### src/common/hb_pkg.sv
`default_nettype none

package hb_pkg;

   // ========================================
   // widths
   // ========================================

   // setpoint word sent to the modulation controller
   localparam int SP_W = 8;
   // dead-time run counter
   localparam int DT_W = 8;

   // ========================================
   // bundles
   // ========================================

   // operator panel, raw from the board or debounced
   typedef struct packed {
      logic enable;
      logic reset_angles;
      logic inc_phi;
      logic dec_phi;
      logic inc_delta;
   } panel_t;

   // four bridge gates, hs_leg1 sits in bit 0
   // leg 1 pair is Q1/Q3, leg 2 pair is Q2/Q4
   typedef struct packed {
      logic ls_leg2;
      logic ls_leg1;
      logic hs_leg2;
      logic hs_leg1;
   } gate_t;

   // setpoints for the external controller
   typedef struct packed {
      logic [SP_W-1:0] phi;
      logic [SP_W-1:0] delta;
   } setpoint_t;

   // start-up phases of the bridge
   typedef enum logic [1:0] {
      PH_OFF       = 2'd0,
      PH_BOOTSTRAP = 2'd1,
      PH_PRECHARGE = 2'd2,
      PH_RUN       = 2'd3
   } startup_phase_e;

   // board switch codes for the dead time
   typedef enum logic [1:0] {
      DT_00 = 2'b00,
      DT_01 = 2'b01,
      DT_10 = 2'b10,
      DT_11 = 2'b11
   } dt_sel_e;

   // turn-on delay in clock cycles, indexed by switch code
   // 00 -> 80, 01 -> 40, 10 -> 20, 11 -> 60
   localparam logic [DT_W-1:0] DEADTIME_TABLE [4] = '{8'd80, 8'd40, 8'd20, 8'd60};

endpackage

`default_nettype wire

### src/source/panel_debounce.sv
`timescale 1ns/1ps
`default_nettype none

module panel_debounce import hb_pkg::*; #(
   parameter int DEBOUNCE_CYCLES = 500000
) (
   input  logic   ADA_DCO,
   input  logic   i_reset,
   input  panel_t i_raw,
   output panel_t o_panel
);

   localparam int N_BITS = $bits(panel_t);
   localparam int CNT_W  = $clog2(DEBOUNCE_CYCLES + 1);
   // last count before a change is committed
   localparam logic [CNT_W-1:0] CNT_LAST = CNT_W'(DEBOUNCE_CYCLES - 1);

   logic [N_BITS-1:0] raw_bits;
   logic [N_BITS-1:0] held_bits;
   logic [CNT_W-1:0]  stable_cnt [N_BITS];

   // flatten the panel so each bit gets its own counter
   assign raw_bits = i_raw;

   // ========================================
   // per-bit stability counters
   // ========================================
   always_ff @(posedge ADA_DCO) begin
      if (i_reset) begin
         held_bits <= '0;
         for (int b = 0; b < N_BITS; b++) begin
            stable_cnt[b] <= '0;
         end
      end else begin
         for (int b = 0; b < N_BITS; b++) begin
            if (raw_bits[b] == held_bits[b]) begin
               // bounce back to the held level, start over
               stable_cnt[b] <= '0;
            end else if (stable_cnt[b] == CNT_LAST) begin
               // long enough away from held value
               held_bits[b]  <= raw_bits[b];
               stable_cnt[b] <= '0;
            end else begin
               stable_cnt[b] <= stable_cnt[b] + 1'b1;
            end
         end
      end
   end

   assign o_panel = held_bits;

endmodule

`default_nettype wire

### src/setpoint/setpoint_register.sv
`timescale 1ns/1ps
`default_nettype none

module setpoint_register import hb_pkg::*; #(
   parameter int STEP    = 1,
   parameter int MIN_VAL = 0,
   parameter int MAX_VAL = 255
) (
   input  logic            ADA_DCO,
   input  logic            i_reset,
   input  logic            i_zero,
   input  logic            i_inc,
   input  logic            i_dec,
   output logic [SP_W-1:0] o_value
);

   // one extra bit so the bound checks cannot wrap
   localparam logic [SP_W:0]   STEP_X = (SP_W + 1)'(STEP);
   localparam logic [SP_W:0]   MIN_X  = (SP_W + 1)'(MIN_VAL);
   localparam logic [SP_W:0]   MAX_X  = (SP_W + 1)'(MAX_VAL);
   localparam logic [SP_W-1:0] STEP_V = SP_W'(STEP);
   localparam logic [SP_W-1:0] MIN_V  = SP_W'(MIN_VAL);
   localparam logic [SP_W-1:0] MAX_V  = SP_W'(MAX_VAL);

   logic          zero_q;
   logic          inc_q;
   logic          dec_q;
   logic          zero_rise;
   logic          inc_rise;
   logic          dec_rise;
   logic [SP_W:0] value_x;
   logic [SP_W:0] value_up;

   // rising edges of the debounced buttons
   assign zero_rise = i_zero & ~zero_q;
   assign inc_rise  = i_inc & ~inc_q;
   assign dec_rise  = i_dec & ~dec_q;

   assign value_x  = {1'b0, o_value};
   assign value_up = value_x + STEP_X;

   always_ff @(posedge ADA_DCO) begin
      if (i_reset) begin
         zero_q  <= 1'b0;
         inc_q   <= 1'b0;
         dec_q   <= 1'b0;
         o_value <= MIN_V;
      end else begin
         zero_q <= i_zero;
         inc_q  <= i_inc;
         dec_q  <= i_dec;
         // zero has priority over both steps
         if (zero_rise) begin
            o_value <= MIN_V;
         end else if (inc_rise && !dec_rise) begin
            o_value <= (value_up > MAX_X) ? MAX_V : value_up[SP_W-1:0];
         end else if (dec_rise && !inc_rise) begin
            o_value <= (value_x < MIN_X + STEP_X) ? MIN_V : o_value - STEP_V;
         end
         // inc and dec together cancel out
      end
   end

endmodule

`default_nettype wire

### src/gate_path/startup_sequencer.sv
`timescale 1ns/1ps
`default_nettype none

module startup_sequencer import hb_pkg::*; #(
   parameter int ON_CYCLES = 1000,
   parameter int VG_CYCLES = 1600
) (
   input  logic           ADA_DCO,
   input  logic           i_reset,
   input  logic           i_enable,
   output startup_phase_e o_phase
);

   localparam int CNT_W = $clog2(VG_CYCLES + 2);
   // end of bootstrap charging
   localparam logic [CNT_W-1:0] CNT_ON   = CNT_W'(ON_CYCLES);
   // end of tank pre-charge
   localparam logic [CNT_W-1:0] CNT_VG   = CNT_W'(VG_CYCLES);
   // counter parks here while running
   localparam logic [CNT_W-1:0] CNT_STOP = CNT_W'(VG_CYCLES + 1);

   logic [CNT_W-1:0] cnt;

   // ========================================
   // enabled-cycle counter
   // ========================================
   always_ff @(posedge ADA_DCO) begin
      if (i_reset) begin
         cnt <= '0;
      end else if (!i_enable) begin
         // bridge off, restart from scratch
         cnt <= '0;
      end else if (cnt != CNT_STOP) begin
         cnt <= cnt + 1'b1;
      end
   end

   // phase decode from the registered count
   always_comb begin
      if (cnt == '0) begin
         o_phase = PH_OFF;
      end else if (cnt <= CNT_ON) begin
         o_phase = PH_BOOTSTRAP;
      end else if (cnt <= CNT_VG) begin
         o_phase = PH_PRECHARGE;
      end else begin
         o_phase = PH_RUN;
      end
   end

endmodule

`default_nettype wire

### src/gate_path/dead_time.sv
`timescale 1ns/1ps
`default_nettype none

module dead_time import hb_pkg::*; (
   input  logic    ADA_DCO,
   input  logic    i_reset,
   input  gate_t   i_cmd,
   input  dt_sel_e i_dt_sel,
   output gate_t   o_gate
);

   localparam int N_GATES = $bits(gate_t);

   logic [N_GATES-1:0] cmd_bits;
   logic [N_GATES-1:0] out_bits;
   logic [DT_W-1:0]    sel_len;
   logic [DT_W-1:0]    run_cnt [N_GATES];
   logic [DT_W-1:0]    run_len [N_GATES];
   logic [DT_W-1:0]    target  [N_GATES];

   assign cmd_bits = i_cmd;
   // delay for the current switch code
   assign sel_len  = DEADTIME_TABLE[i_dt_sel];

   // first sample of a run uses the live table entry
   always_comb begin
      for (int g = 0; g < N_GATES; g++) begin
         target[g] = (run_cnt[g] == '0) ? sel_len : run_len[g];
      end
   end

   // delay length frozen at the start of each high run
   always_ff @(posedge ADA_DCO) begin
      for (int g = 0; g < N_GATES; g++) begin
         if (cmd_bits[g] && (run_cnt[g] == '0)) begin
            run_len[g] <= sel_len;
         end
      end
   end

   // ========================================
   // turn-on delay, turn-off passes through
   // ========================================
   always_ff @(posedge ADA_DCO) begin
      if (i_reset) begin
         out_bits <= '0;
         for (int g = 0; g < N_GATES; g++) begin
            run_cnt[g] <= '0;
         end
      end else begin
         for (int g = 0; g < N_GATES; g++) begin
            if (!cmd_bits[g]) begin
               out_bits[g] <= 1'b0;
               run_cnt[g]  <= '0;
            end else if (!out_bits[g]) begin
               // count stays at target once the gate is on
               run_cnt[g] <= run_cnt[g] + 1'b1;
               if ((run_cnt[g] + 1'b1) >= target[g]) begin
                  out_bits[g] <= 1'b1;
               end
            end
         end
      end
   end

   assign o_gate = out_bits;

endmodule

`default_nettype wire

### src/gate_path/gate_driver.sv
`timescale 1ns/1ps
`default_nettype none

module gate_driver import hb_pkg::*; (
   input  logic           ADA_DCO,
   input  logic           i_reset,
   input  logic           i_enable,
   input  startup_phase_e i_phase,
   input  gate_t          i_gate,
   output gate_t          o_gate
);

   gate_t pattern;
   gate_t next_gate;
   logic  leg_short;

   // both switches of one leg on means shoot-through
   assign leg_short = (i_gate.hs_leg1 & i_gate.ls_leg1) |
                      (i_gate.hs_leg2 & i_gate.ls_leg2);

   // ========================================
   // pattern per start-up phase
   // ========================================
   always_comb begin
      pattern = '0;
      case (i_phase)
         PH_OFF: begin
            pattern = '0;
         end
         PH_BOOTSTRAP: begin
            // low sides on to charge the bootstrap caps
            pattern.ls_leg1 = 1'b1;
            pattern.ls_leg2 = 1'b1;
         end
         PH_PRECHARGE: begin
            // diagonal Q1/Q4 to pre-charge the tank
            pattern.hs_leg1 = 1'b1;
            pattern.ls_leg2 = 1'b1;
         end
         PH_RUN: begin
            pattern = i_gate;
         end
         default: begin
            pattern = '0;
         end
      endcase
   end

   // blank everything on a short or when disabled
   assign next_gate = (leg_short || !i_enable) ? gate_t'('0) : pattern;

   always_ff @(posedge ADA_DCO) begin
      if (i_reset) begin
         o_gate <= '0;
      end else begin
         o_gate <= next_gate;
      end
   end

endmodule

`default_nettype wire

### src/source/hb_gate_top.sv
`timescale 1ns/1ps
`default_nettype none

module hb_gate_top import hb_pkg::*; #(
   // 5 ms at 100 MHz
   parameter int DEBOUNCE_CYCLES = 500000,
   // 10 us bootstrap charge
   parameter int ON_CYCLES       = 1000,
   // 16 us until normal run
   parameter int VG_CYCLES       = 1600
) (
   input  logic      ADA_DCO,
   input  logic      i_reset,
   input  panel_t    i_panel,
   input  gate_t     i_mosfet_cmd,
   input  dt_sel_e   i_dt_sel,
   output gate_t     o_gate,
   output setpoint_t o_setpoint
);

   panel_t          panel_db;
   gate_t           gate_dt;
   startup_phase_e  phase;
   logic [SP_W-1:0] phi_value;
   logic [SP_W-1:0] delta_value;

   // ========================================
   // operator panel
   // ========================================
   panel_debounce #(
      .DEBOUNCE_CYCLES(DEBOUNCE_CYCLES)
   ) panel_debounce_i (
      .ADA_DCO (ADA_DCO),
      .i_reset (i_reset),
      .i_raw   (i_panel),
      .o_panel (panel_db)
   );

   // phi in steps of 5, 0 to 90
   setpoint_register #(
      .STEP    (5),
      .MIN_VAL (0),
      .MAX_VAL (90)
   ) phi_reg (
      .ADA_DCO (ADA_DCO),
      .i_reset (i_reset),
      .i_zero  (panel_db.reset_angles),
      .i_inc   (panel_db.inc_phi),
      .i_dec   (panel_db.dec_phi),
      .o_value (phi_value)
   );

   // zvs margin, increase only
   setpoint_register #(
      .STEP    (1),
      .MIN_VAL (0),
      .MAX_VAL (40)
   ) delta_reg (
      .ADA_DCO (ADA_DCO),
      .i_reset (i_reset),
      .i_zero  (1'b0),
      .i_inc   (panel_db.inc_delta),
      .i_dec   (1'b0),
      .o_value (delta_value)
   );

   assign o_setpoint = {phi_value, delta_value};

   // ========================================
   // gate path
   // ========================================
   startup_sequencer #(
      .ON_CYCLES (ON_CYCLES),
      .VG_CYCLES (VG_CYCLES)
   ) startup_sequencer_i (
      .ADA_DCO  (ADA_DCO),
      .i_reset  (i_reset),
      .i_enable (panel_db.enable),
      .o_phase  (phase)
   );

   dead_time dead_time_i (
      .ADA_DCO  (ADA_DCO),
      .i_reset  (i_reset),
      .i_cmd    (i_mosfet_cmd),
      .i_dt_sel (i_dt_sel),
      .o_gate   (gate_dt)
   );

   gate_driver gate_driver_i (
      .ADA_DCO  (ADA_DCO),
      .i_reset  (i_reset),
      .i_enable (panel_db.enable),
      .i_phase  (phase),
      .i_gate   (gate_dt),
      .o_gate   (o_gate)
   );

endmodule

`default_nettype wire

### config.mk
export PLATFORM = sky130hd
export DESIGN_NAME = hb_gate_top
export DESIGN_NICKNAME = d
export VERILOG_FILES = /design/src/common/hb_pkg.sv /design/src/source/panel_debounce.sv /design/src/setpoint/setpoint_register.sv /design/src/gate_path/startup_sequencer.sv /design/src/gate_path/dead_time.sv /design/src/gate_path/gate_driver.sv /design/src/source/hb_gate_top.sv
export SDC_FILE = /design/constraint.sdc
export NUM_CORES = 1
export LEC_CHECK = 0
export ABC_AREA = 0
export BUFFER_PORTS_ARGS = -buffer_cell sky130_fd_sc_hd__buf_2
export CAP_MARGIN = 20
export CORE_MARGIN = 3
export CORE_UTILIZATION = 45
export CTS_CLUSTER_DIAMETER = 40
export DETAILED_ROUTE_END_ITERATION = 8
export PLACE_DENSITY = 0.61
export SETUP_SLACK_MARGIN = 0.15
export SLEW_MARGIN = 20
export SYNTH_ARGS = -nofsm -noshare
export SYNTH_HDL_FRONTEND = slang
export SYNTH_SLANG_ARGS = --single-unit
### constraint.sdc
create_clock -name ADA_DCO -period 2.81 [get_ports ADA_DCO]
set_input_delay 0.281 -clock ADA_DCO [delete_from_list [all_inputs] [get_ports ADA_DCO]]
set_output_delay 0.281 -clock ADA_DCO [all_outputs]
set_load 0.1 [all_outputs]
# Yosys cells after proc, flatten, opt, wreduce, memory -nomap -nowiden
# Memories as Yosys holds them, arrays and structs flattened.
# Cells that the tools add are included.
[classes]
eq_ne = 14
muxes = 142
bitwise = 46
n_lt_le_gt_ge = 10
reduce_logical = 31
n_addsub = 13
[ops]
columns = ["op", "n"]
rows = [
  ["2-to-1 mux 19 bit", 15],
  ["2-to-1 mux 8 bit", 19],
  ["2-to-1 mux 1 bit", 102],
  ["adder 19 x 1 -> 19 bit, second input constant", 5],
  ["== test 19 bit, second input constant", 5],
  ["adder 8 x 1 -> 8 bit, second input constant", 4],
  [">= comparator 8 bit", 4],
  ["zero test 8 bit", 4],
  ["OR 1 bit", 24],
  ["binary-select mux 8 bit (select 2 bit)", 1],
  ["OR reduction 2 bit", 8],
  ["NOT 1 bit", 15],
  ["adder 11 x 1 -> 11 bit, second input constant", 1],
  ["<= comparator 11 x 10 -> 1 bit, second input constant", 1],
  ["<= comparator 11 bit, second input constant", 1],
  ["zero test 11 bit", 1],
  ["inequality test 11 bit, second input constant", 1],
  ["AND reduction 2 bit", 5],
  ["adder 8 x 1 -> 9 bit, second input constant", 1],
  ["adder 8 x 3 -> 9 bit, second input constant", 1],
  ["> comparator 9 x 6 -> 1 bit, second input constant", 1],
  ["> comparator 9 x 7 -> 1 bit, second input constant", 1],
  ["less-than comparator 8 x 3 -> 1 bit, second input constant", 1],
  ["subtractor 8 x 3 -> 8 bit, second input constant", 1],
  ["15 further kinds", 34],
]
[word_totals]
out_inout_bits = 20
ff_bits = 44
n_memories = 3
ramBits = 159
[memory_table]
columns = ["memory", "depth", "word_bits", "read_ports", "rd_ports_with_merged_regs", "write_ports", "line_no", "source"]
rows = [
  ["panel_debounce_i.stable_cnt", 5, 19, 5, 0, 5, "panel_debounce.sv:20", "logic [CNT_W-1:0] stable_cnt [N_BITS];"],
  ["dead_time_i.run_cnt", 4, 8, 4, 0, 4, "dead_time.sv:17", "logic [DT_W-1:0] run_cnt [N_GATES];"],
  ["dead_time_i.run_len", 4, 8, 4, 0, 4, "dead_time.sv:18", "logic [DT_W-1:0] run_len [N_GATES];"],
]

# Logic depth before layout (Yosys ltp)
# Gate-level depths: netlist of run 1.
[logic_depth]
depth_word = 8
mapped_depth = 12
ltp_nobuf = 12

# Cells and area by module
# Synthesis of run 1 repeated with hierarchy kept, for this count alone.
[hier_totals]
hier_cells = 1113
hier_area_um2 = 11178.2
[by_module_without_submodules]
columns = ["mod", "cells_per_inst", "instances", "area_per_inst_um2", "seq_area_each_um2"]
rows = [
  ["panel_debounce", 524, 1, 5486.5, 2952.8],
  ["dead_time", 273, 1, 3066.7, 1521.5],
  ["setpoint_register at phi_reg", 123, 1, 918.4, 220.2],
  ["setpoint_register at delta_reg", 103, 1, 894.6, 220.2],
  ["startup_sequencer", 68, 1, 608.1, 220.2],
  ["gate_driver", 21, 1, 200.2, 80.1],
  ["hb_gate_top", 1, 1, 3.8, 0.0],
]

# Worst setup path before layout of run 1
# No wires, ideal clock.
[synth_timing]
path_kind = "reg-to-reg"
from = "reg phi_reg.o_value[1]"
to = "reg phi_reg.o_value[4]"
setup_time_ns = 0.095
path_slack_ns = -0.039
path_stages_with_launch = 9
n_path_buf = 0
arrival_time_ns = 2.753
cell_sequence = "dfxtp_1 -> inv_1 -> ha_1 -> nor4bb_1 -> o211ai_1 -> o41ai_1 -> a21oi_1 -> or2_2 -> a221oi_1"
[synth_between]
elab_chain_cells = 4
word_cells_on_any_way = 8
[synth_rtl]
columns = ["element", "line_no", "source"]
rows = [
  ["start: declaration", "setpoint_register.sv:14", "output logic [SP_W-1:0] o_value"],
  ["start signal: assignment", "setpoint_register.sv:56", "o_value <= (value_up > MAX_X) ? MAX_V : value_up[SP_W-1:0];"],
  ["start signal: assignment", "setpoint_register.sv:58", "o_value <= (value_x < MIN_X + STEP_X) ? MIN_V : o_value - STEP_V;"],
  ["adder 8 x 3 -> 9 bit, or another cell as far along", "setpoint_register.sv:40", "assign value_up = value_x + STEP_X;"],
  ["> comparator 9 x 7 -> 1 bit / 2-to-1 mux 8 bit (equally long branches)", "setpoint_register.sv:56, setpoint_register.sv:58", ""],
  ["2-to-1 mux 8 bit (on tied branches)", "setpoint_register.sv:56, setpoint_register.sv:57", ""],
  ["2-to-1 mux 8 bit *", "setpoint_register.sv:55", "end else if (inc_rise && !dec_rise) begin"],
]
# Every way passes the cells marked *; elsewhere a longest branch is shown, timed or not. The select of a mux whose other input is x is not followed.
# A chain may end at the register's enable or synchronous reset.

==> results.md, run 1 <==
* Status: completed
* Final Critical Period at 2.41 ns
* Max Root-Sink Buffers at 2
* Crit path DAT at approximately 2.7 ns
* Critical path launch point: dead_time_i.run_cnt[2][0]
* Syn Inst Count at 1,023
* DR iter-0 viols at 361
* Most frequent cell after synthesis: nor2_1
* Clk_skew at 0.0117 ns
* Maximum vdd drop at 0.000415 V
* Die height at 157 um
* Setup CP Type: register to register
* Mean Syn Cell Area at 10.1 sq um
* Switching part of the total power at 23.5%
* Number of library cell types mapped by synthesis at 59
* Final Hold Viols at 0
* Setup TNS at 0 ns
* Core Area at around 22,000 sq um
* Synthesized area at 10,300 sq um
* Hold-fix buffers, CTS at 0
* CP Max Fanout at 6
* Layout Nets at 1,212
* # rows at between 50 and 60
* DRC Markers at 0
* Worst-Skew Late Latency at approximately 0.43 ns
* GRT Residual Overflow at 0
* Sequential area share after synthesis at about half
* Switching pwr at ~1.4 mW
* Post-Route WL at 18.6 mm
* Max-cap violations at 0
* Placed inst area at approximately 11,000 sq um
* Leak pwr at between 4 and 5 nW
* Port buffer count at 32
* Die area at 24,700 sq um
* Internal Pwr Total at about 4.6 mW
* Final instance area at about 12,000 sq um
* Layout cell share with drive strength beyond 1 at approximately 8.1%
* Final period utilization at 85.6%
* Final non-filler cell total at 1,443
* EDFF count, synth at between 100 and 150
* Vias per cell at 5.05
* Fmax at 416 MHz
* Yosys reg bits at 187
* Initial antenna violation count at 0
* Largest net degree at the start of global routing at 21
* CP Data Required Time at 3.11 ns
* Ys flop type: edfxtp_1
* Slew @ Worst Pin at ~0.52 ns
* Max Slew Vio Count at 0
* WL/cell at between 10 and 15 um
* Total power at ~6 mW
* Die Wd at 157 um
* Vias in the first global route at around 6.9k
* Final setup fails at 0
* Routed Antenna Nets at 0
* Reg clk slew, reported paths at 0.08 ns
* Gpl congestion at 0.820
* Vias at 7,284
* H-tree levels at 4
* Worst slew margin at 65.0%
* I/O pins at 33
* Synth-to-Final Area Change at 14.0%
* First-pass iteration count of the detailed router at 4
* Num CTS Buffers at 17
* Hold Startpoint: i_panel[1]
* Top cells by area, synth: edfxtp_1 (42%), dfxtp_1 (8.6%), nor2_1 (6.7%)
* Ant diodes at 0
* Logic pwr share at 6.0%
* Clk pwr share at between 40% and 50%
* Startpoint Class: register
* Gr usage total at 15.8%
* Asr flop ratio synth at 0%
* Post-Place Cells at 1,408
* Synth Warn # at 0
* Pwr dens at a little over 500 nW/um^2
* Yosys top cell area share at 41.7%
* Clock sink count at approximately 190
* CP Capture Type: register
* Global-route wire length before repair at 32.3 mm
* Synth cell count leaders: nor2_1 (183), edfxtp_1 (143), nand2_1 (69)
* Yosys top cell by area: edfxtp_1
* TritonCTS clock tree: built
* Post-DP HPWL at around 13 mm
* Hold crit path type: input pin to register
* RSZ-0062 raised after global routing: no
* Initial core utilization at between 40% and 50%
* Sequential power share at 53.3%
* Reg-to-Reg Start: dead_time_i.run_cnt[2][0]
* Root buffer cell: clkbuf_16
-- sequential cells by signal (all words and copies together) (netlist names), 4 cells and up --
register and count:
panel_debounce_i.o_panel 5, dead_time_i.o_gate 4, dead_time_i.run_cnt 32, gate_driver_i.o_gate 4
panel_debounce_i.stable_cnt 95, delta_reg.o_value 8, startup_sequencer_i.cnt 11, phi_reg.o_value 8
dead_time_i.run_len 16
-- critical path, cell delays in order (launching register included) --
cell and delay, ns:
edfxtp_1 0.49, inv_1 0.10, ha_1 0.14, nor4b_1 0.23
nand2_1 0.15, mux2_2 0.30, ha_1 0.30, nand2_1 0.06
nand2_1 0.05, a21oi_1 0.14, nor2b_1 0.06, o211ai_1 0.15
a311oi_1 0.11
-- final timing paths --
path                            slack (ns)                           to  depth (start not counted)
worst max register to register        0.40        dead_time_i.o_gate[2]                         12
worst min register to register        0.49         delta_reg.o_value[6]                          2
worst min-delay path                  0.12  panel_debounce_i.o_panel[1]                          3
worst max-delay path                  0.40        dead_time_i.o_gate[2]                         12
-- logic make-up (layout without fill, tap and decap cells) --
family | count (synthesis) | in the layout | synth area share (%)
compound gates | 94 | 94 | 6.15
xor+xnor | 122 | 122 | 10.4
fa+ha+maj | 49 | 49 | 5.95
buf+inv | 71 | 117 | 2.71
flops | 187 | 187 | 50.2
mux | 21 | 21 | 2.10
other cells | 1 | 95 | 0.0364
simple gates | 478 | 478 | 22.4
-- metrics by stage --
step	setup slack, ns	utilization (%)	hold WS (ns)
6_report	0.404	53.0	0.118
4_1_cts	0.288	52.8	0.0943
5_1_grt	0.178	53.0	0.115
3_5_place_dp	0.302	50.1	0.487
2_1_floorplan	0.279	-	0.380
3_3_place_gp	0.429	50.1	0.487
-- power groups by stage --
| stage | clock network, mW | logic (mW) | registers, mW |
|---|---|---|---|
| after floorplan | 0 | 0.274 | 3.22 |
| after global placement | 0 | 0.339 | 3.24 |
| after detailed placement | 0 | 0.346 | 3.24 |
| after CTS | 2.50 | 0.350 | 3.18 |
| after global routing | 2.62 | 0.419 | 3.20 |
| final | 2.43 | 0.359 | 3.18 |
-- cell usage in the layout (no fill, tap or decap), types with 13 or more instances in the layout --
master / instances
mux2i_1: 16
a21oi_1: 33
clkbuf_16: 17
nor4_1: 13
or3_1: 14
nor3_1: 26
and3_1: 20
inv_1: 40
nand4_1: 16
conb_1: 95
nor2b_1: 30
buf_2: 32
edfxtp_1: 143
nand2_1: 69
nor2_1: 183
xnor2_1: 59
dfxtp_1: 42
buf_4: 13
ha_1: 49
xor2_1: 63
nand3_1: 66
-- repair_timing --
item / 4_1_cts / 5_1_grt
buffers inserted: 0 / 3
endpoints found under the setup margin: 0 / 6
resized for setup: 0 / 2
-- metal layers --
metal	global-route usage [%]	share of wire (%)	vias to the layer above
li1	-	-	3788
met1	21.7	50	3418
met2	25.6	47	63
met3	3.00	2.3	15
met4	4.63	1.2	0
met5	0	0	-
-- cell type report --
class	count	area (sq um)
inverters	40	150
repair buffers	45	258
flip-flops and latches	187	5180
well taps	280	350
fillers	2024	10400
clock inverters	14	163
multi-input cells	859	5210
clock buffers	18	429
No activity file was read; power rests on OpenSTA's default activity.
==> run 2, diff against run 1 <==
Settings changed: CORE_ASPECT_RATIO from default to 0.8.
==> run 2 against run 1 <==
Net effect: final area rose by 0.62%; maximum frequency down 0.77%; clock power is 9.5% higher; sequential power hardly changed; die area about the same; critical endpoint is now dead_time_i.o_gate[0]; final cell count rose by 1.5%; utilization up 0.62 points; critical path depth unchanged; sequential cell count is the same; via count down 1.1%; critical path type unchanged; count of clock-buffer cells in the layout grew 1; first-iteration DRC count is the same.
==> results.md, run 2 (synthesis gave the netlist of run 1 again) <==
* Max-cap violations at 0 (unchanged)
* Fmax at 412 MHz (was 416 MHz)
* Reg2reg path depth at 12 (unchanged)
* Critical-path cell list: inv_1 -> ha_1 -> nor4b_1 -> nand2_1 -> mux2_2 -> ha_1 -> nand2_1 -> nand2_1 -> a21oi_1 -> nor2b_1 -> o211ai_1 -> a311oi_1 (unchanged)
* TritonCTS clock tree: built (unchanged)
* Root buffer cell: clkbuf_16 (unchanged)
* Largest regs: panel_debounce_i.stable_cnt (95), dead_time_i.run_cnt (32), dead_time_i.run_len (16) (unchanged)
* GRT Residual Overflow at 0 (unchanged)
* Final period utilization at 86.3% (was 85.6%)
* Crit-path leading delay family: simple AND/OR/NAND/NOR gates (unchanged)
* # rows at 48 (was 54)
* Hold crit path type: input pin to register (unchanged)
* Core Area at 22,000 sq um (was 22,200 sq um)
* Setup CP Type: register to register (unchanged)
* I/O pins at 33 (unchanged)
* Hold path cells at 3 (unchanged)
* Crit path DAT at 2.72 ns (was 2.71 ns)
* Worst slew margin at 65.0% (about the same)
* WL/cell at 12.7 um (was 12.9 um)
* Final Hold Viols at 0 (unchanged)
* Max Root-Sink Buffers at 2 (unchanged)
* Commonest non-fill, non-tap cells in the layout: nor2_1 (183), edfxtp_1 (143), conb_1 (95) (unchanged)
* Largest net degree at the start of global routing at 23 (was 21)
* Startpoint Class: register (unchanged)
* Final setup fails at 0 (unchanged)
* Worst R2R Setup Slack at 0.39 ns (was 0.40 ns)
* FF-to-FF End: dead_time_i.o_gate[0] (was dead_time_i.o_gate[2])
* Most common cell after layout, fill and taps aside: nor2_1 (unchanged)
* Port buffer count at 32 (unchanged)
* CP dominant cell by count: nand2_1 (unchanged)
* Die height at 141 um (was 157 um)
* Max reg flops at 95 (unchanged)
* Hold endpoint: panel_debounce_i.o_panel[1] (unchanged)
* Clock sink count at 187 (unchanged)
* Gpl congestion at 0.854 (was 0.820)
* DRC Markers at 0 (unchanged)
* Hold Startpoint: i_panel[1] (unchanged)
* Max Slew Vio Count at 0 (unchanged)
* Die Wd at 175 um (was 157 um)
* Crit path buf inv count at 1 (unchanged)
* Vias per cell at 4.92 (was 5.05)
* Setup TNS at 0 ns (unchanged)
* CP Capture Type: register (unchanged)
* Final non-filler cell total at 1,464 (was 1,443)
* Gr usage total at 15.7% (was 15.8%)
* Leak pwr at 4.43 nW (was 4.40 nW)
* Maximum vdd drop at 0.000390 V (was 0.000415 V)
* Vias at 7,205 (was 7,284)
* Layout Nets at 1,213 (was 1,212)
* Pwr dens at 524 nW/um^2 (was 509 nW/um^2)
* Layout cell share with drive strength beyond 1 at 7.90% (was 8.08%)
* Slew @ Worst Pin at 0.529 ns (was 0.521 ns)
* Ant diodes at 0 (unchanged)
* Global-route wire length before repair at 32.0 mm (was 32.3 mm)
* Final Critical Period at 2.42 ns (was 2.41 ns)
* Die area at 24,800 sq um (was 24,700 sq um)
* CP Data Required Time at 3.11 ns (about the same)
* Post-Place Cells at 1,431 (was 1,408)
* Resized cells post-CTS at 0 (unchanged)
* First-pass iteration count of the detailed router at 4 (unchanged)
* Routed Antenna Nets at 0 (unchanged)
* Vias in the first global route at 6,715 (was 6,871)
* Most flops, register: panel_debounce_i.stable_cnt (unchanged)
* RSZ-0062 raised after global routing: yes (was no)
* Slowest CP cell: edfxtp_1 (unchanged)
* Synth-to-Final Area Change at 14.7% (was 14.0%)
* CP Max Fanout at 6 (unchanged)
* Status: completed (unchanged)
* Post-DP HPWL at 13.5 mm (was 13.2 mm)
* Worst-Skew Late Latency at 0.42 ns (was 0.43 ns)
* Post-Route WL at 18.6 mm (about the same)
* Reg clk slew, reported paths at 0.07 ns (was 0.08 ns)
* Clk_skew at 0.00835 ns (was 0.0117 ns)
* Delay of the slowest critical-path stage at 0.46 ns (was 0.49 ns)
* Initial antenna violation count at 0 (unchanged)
* Initial core utilization at 46.7% (was 46.5%)
* Num CTS Buffers at 17 (unchanged)
* DR iter-0 viols at 361 (unchanged)
* H-tree levels at 4 (unchanged)
* Reg-to-Reg Start: dead_time_i.run_cnt[0][0] (was dead_time_i.run_cnt[2][0])
run 2: cell types whose count changed in the layout (fill, tap and decap cells not counted):
cell,delta
a41oi_1,+1
a41oi_2,-1
nand3_1,+1
clkinvlp_4,-1
clkbuf_1,+1
clkinv_2,+2
nand3_2,-1
buf_4,+1
clkinv_4,-5
bufinv_16,+3
run 2: metrics by stage:
step	setup slack [ns]	util (%)	power, mW	hold slack, ns	instance area, sq um
floorplan	0.279	-	3.49	0.380	10700
global placement	0.426	50.6	3.58	0.467	11200
detailed placement	0.373	50.6	3.59	0.483	11200
CTS	0.381	53.6	6.28	0.117	11800
global route	0.147	53.6	6.45	0.146	11800
finish	0.385	53.6	6.19	0.135	11800
run 2: final cells by class:
type | count | area, sq um
Multi-Input combinational cell | 859 | 5200
Inverter | 40 | 150
Sequential cell | 187 | 5180
Tap cell | 300 | 375
Clock buffer | 19 | 433
Fill cell | 2037 | 10200
Clock inverter | 13 | 211
Timing Repair Buffer | 46 | 265
run 2: power by group:
group          internal [mW]  switching [mW]
Clock                   1.59            1.07
Sequential              3.09          0.0961
Combinational          0.148           0.205
run 2: how the worst max path moves through the flow:
stage | start | end | depth (start not counted)
3_5_place_dp | dead_time_i.run_cnt[0][0] | dead_time_i.o_gate[0] | 12
5_1_grt | dead_time_i.run_cnt[0][0] | dead_time_i.o_gate[0] | 12
4_1_cts | dead_time_i.run_cnt[0][0] | dead_time_i.o_gate[0] | 12
6_report | dead_time_i.run_cnt[0][0] | dead_time_i.o_gate[0] | 12
3_3_place_gp | dead_time_i.run_cnt[2][0] | dead_time_i.o_gate[2] | 12
2_1_floorplan | delta_reg.o_value[0] | delta_reg.o_value[5] | 7
run 2: layer usage:
layer	share of wire, %	global-route usage (%)	vias up
li1	-	-	3794
met1	53	23.0	3308
met2	42	23.4	84
met3	3.2	2.84	19
met4	1.7	5.62	0
met5	0	0	-
run 2: worst min-delay path, stage by stage:
cell     delay, ns
buf_2         0.10
mux2i_1       0.07
nor2_1        0.07
run 2: what timing repair did:
item,4_1_cts,5_1_grt
hold buffers,0,0
endpoints found under the hold margin,0,0
setup buffers,0,1
setup endpoints to repair,0,2
==> run 3, diff against run 2 <==
Settings changed: CELL_PAD_IN_SITES_DETAIL_PLACEMENT from default to 1, CELL_PAD_IN_SITES_GLOBAL_PLACEMENT from default to 1, PLACE_DENSITY 0.61 to 0.74.
==> run 3 against run 2 <==
Net effect: die area did not move; maximum frequency fell by 2.5%; utilization did not move; sequential cell count did not move; non-clock buffer count rose by 5; global-route usage rose by 3.2 points; largest cell class unchanged.
==> results.md, run 3 (synthesis gave the netlist of run 1 again) <==
* Status: completed (unchanged)
* Fmax at 402 MHz (was 412 MHz)
* Sequential power share at 52.8% (was 51.4%)
* Layout Nets at 1,218 (was 1,213)
* Initial core utilization at 46.7% (unchanged)
* Pwr dens at 511 nW/um^2 (was 524 nW/um^2)
* Setup TNS at 0 ns (unchanged)
* Synth-to-Final Area Change at 14.7% (unchanged)
* Hold crit path type: input pin to register (unchanged)
* DRC Markers at 0 (unchanged)
* TritonCTS clock tree: built (unchanged)
* Hold-fix buffers, CTS at 0 (unchanged)
* Post-Route WL at 22.6 mm (was 18.6 mm)
* Ant diodes at 0 (unchanged)
* Core Area at 22,000 sq um (unchanged)
* Startpoint Class: register (unchanged)
* Largest net degree at the start of global routing at 37 (was 23)
* # rows at 48 (unchanged)
* Worst slew margin at 55.9% (was 65.0%)
* RSZ-0062 raised after global routing: yes (unchanged)
* Switching part of the total power at 24.1% (was 22.1%)
* GRT Residual Overflow at 0 (unchanged)
* Worst-Skew Late Latency at 0.43 ns (was 0.42 ns)
* Die area at 24,800 sq um (unchanged)
* Num CTS Buffers at 17 (unchanged)
* Root buffer cell: clkbuf_16 (unchanged)
* Place WS at 0.227 ns (was 0.373 ns)
* Most flops, register: panel_debounce_i.stable_cnt (unchanged)
* Vias per cell at 5.18 (was 4.92)
* Gpl congestion at 0.786 (was 0.854)
* Initial antenna violation count at 1 (was 0)
* Layout cell share with drive strength beyond 1 at 8.73% (was 7.90%)
* DR iter-0 viols at 439 (was 361)
* Final period utilization at 88.5% (was 86.3%)
* CP Data Required Time at 3.10 ns (was 3.11 ns)
* Final setup fails at 0 (unchanged)
* Slew @ Worst Pin at 0.661 ns (was 0.529 ns)
* First-pass iteration count of the detailed router at 5 (was 4)
* Clk pwr share at 40.8% (was 42.9%)
* Routed Antenna Nets at 0 (unchanged)
* Commonest non-fill, non-tap cells in the layout: nor2_1 (183), edfxtp_1 (143), conb_1 (95) (unchanged)
* Vias in the first global route at 7,833 (was 6,715)
* Setup CP Type: register to register (unchanged)
* Largest regs: panel_debounce_i.stable_cnt (95), dead_time_i.run_cnt (32), dead_time_i.run_len (16) (unchanged)
* CP Max Fanout at 5 (was 6)
* Maximum vdd drop at 0.000344 V (was 0.000390 V)
* Max reg flops at 95 (unchanged)
* Crit path DAT at 2.77 ns (was 2.72 ns)
* Gr usage total at 18.9% (was 15.7%)
* I/O pins at 33 (unchanged)
* Vias at 7,611 (was 7,205)
* Fill cells at 2,490 (was 2,037)
* WL/cell at 15.4 um (was 12.7 um)
* Switching pwr at 1.45 mW (was 1.37 mW)
* Port buffer count at 32 (unchanged)
* Max-cap violations at 0 (unchanged)
* Logic pwr share at 6.4% (was 5.7%)
* Global-route wire length before repair at 38.4 mm (was 32.0 mm)
* Clk_skew at 0.0136 ns (was 0.00835 ns)
* Clock sink count at 187 (unchanged)
* Max Root-Sink Buffers at 2 (unchanged)
* Reg clk slew, reported paths at 0.07 ns (about the same)
* Die height at 141 um (unchanged)
* Worst setup margin at 0.323 ns (was 0.385 ns)
* Internal Pwr Total at 4.58 mW (was 4.83 mW)
* Final Hold Viols at 0 (unchanged)
* Most common cell after layout, fill and taps aside: nor2_1 (unchanged)
* Die Wd at 175 um (unchanged)
* Post-DP HPWL at 16.1 mm (was 13.5 mm)
* Final Critical Period at 2.49 ns (was 2.42 ns)
* Leak pwr at 4.43 nW (about the same)
* Max Slew Vio Count at 0 (unchanged)
* CP Capture Type: register (unchanged)
* H-tree levels at 4 (unchanged)
run 3: per-stage QoR:
stage	power (mW)	hold WS [ns]	instance area, sq um	cells	util (%)
6_report	6.03	0.121	11800	1469	53.6
3_5_place_dp	3.61	0.493	11200	1430	50.6
3_3_place_gp	3.58	0.491	11200	1430	50.6
4_1_cts	6.08	0.103	11700	1462	53.3
2_1_floorplan	3.49	0.380	10700	1117	-
5_1_grt	6.29	0.136	11800	1469	53.6
run 3: routing by layer:
metal | global-route usage [%] | wire (um)
met1 | 26.1 | 11200
met5 | 0 | 11
met2 | 31.2 | 10500
met4 | 5.50 | 285
met3 | 2.84 | 545
run 3: what timing repair did:
| action | 4_1_cts | 5_1_grt |
|---|---|---|
| endpoints found under the setup margin | 0 | 6 |
| resized for setup | 0 | 3 |
| setup buffers | 0 | 7 |
run 3: worst max-delay path: stages (launching register included):
cell and delay (ns):
edfxtp_1 0.46, inv_1 0.10, ha_1 0.15, nor4b_1 0.25, nand2_1 0.18, mux2_2 0.30, ha_1 0.29, nand2_1 0.07
nand2_1 0.05, a21oi_1 0.16, nor2b_1 0.07, o211ai_1 0.15, a311oi_1 0.11
run 3: worst paths after layout:
check	slack, ns	cells after the start	end	startpoint
worst max-delay path	0.32	12	dead_time_i.o_gate[0]	dead_time_i.run_cnt[0][1]
worst min-delay path	0.12	3	panel_debounce_i.o_panel[3]	i_panel[3]
worst max register to register	0.32	12	dead_time_i.o_gate[0]	dead_time_i.run_cnt[0][1]
worst min register to register	0.50	2	delta_reg.o_value[6]	delta_reg.o_value[6]
run 3: cell type report:
cell class | instances | area [sq um] | share of cell area, %
clock buffer | 17 | 425 | 3.60
clock inverter | 15 | 163 | 1.38
inverter | 40 | 150 | 1.27
multi-input combinational | 859 | 5220 | 44.2
sequential | 187 | 5180 | 43.8
tap | 300 | 375 | 3.18
timing repair buffer | 51 | 303 | 2.56
run 3: power by group through the flow:
stage	clock network, mW	logic (mW)	registers [mW]
6_report	2.46	0.385	3.19
2_1_floorplan	0	0.274	3.22
4_1_cts	2.53	0.363	3.19
3_5_place_dp	0	0.358	3.25
3_3_place_gp	0	0.340	3.24
5_1_grt	2.64	0.446	3.20
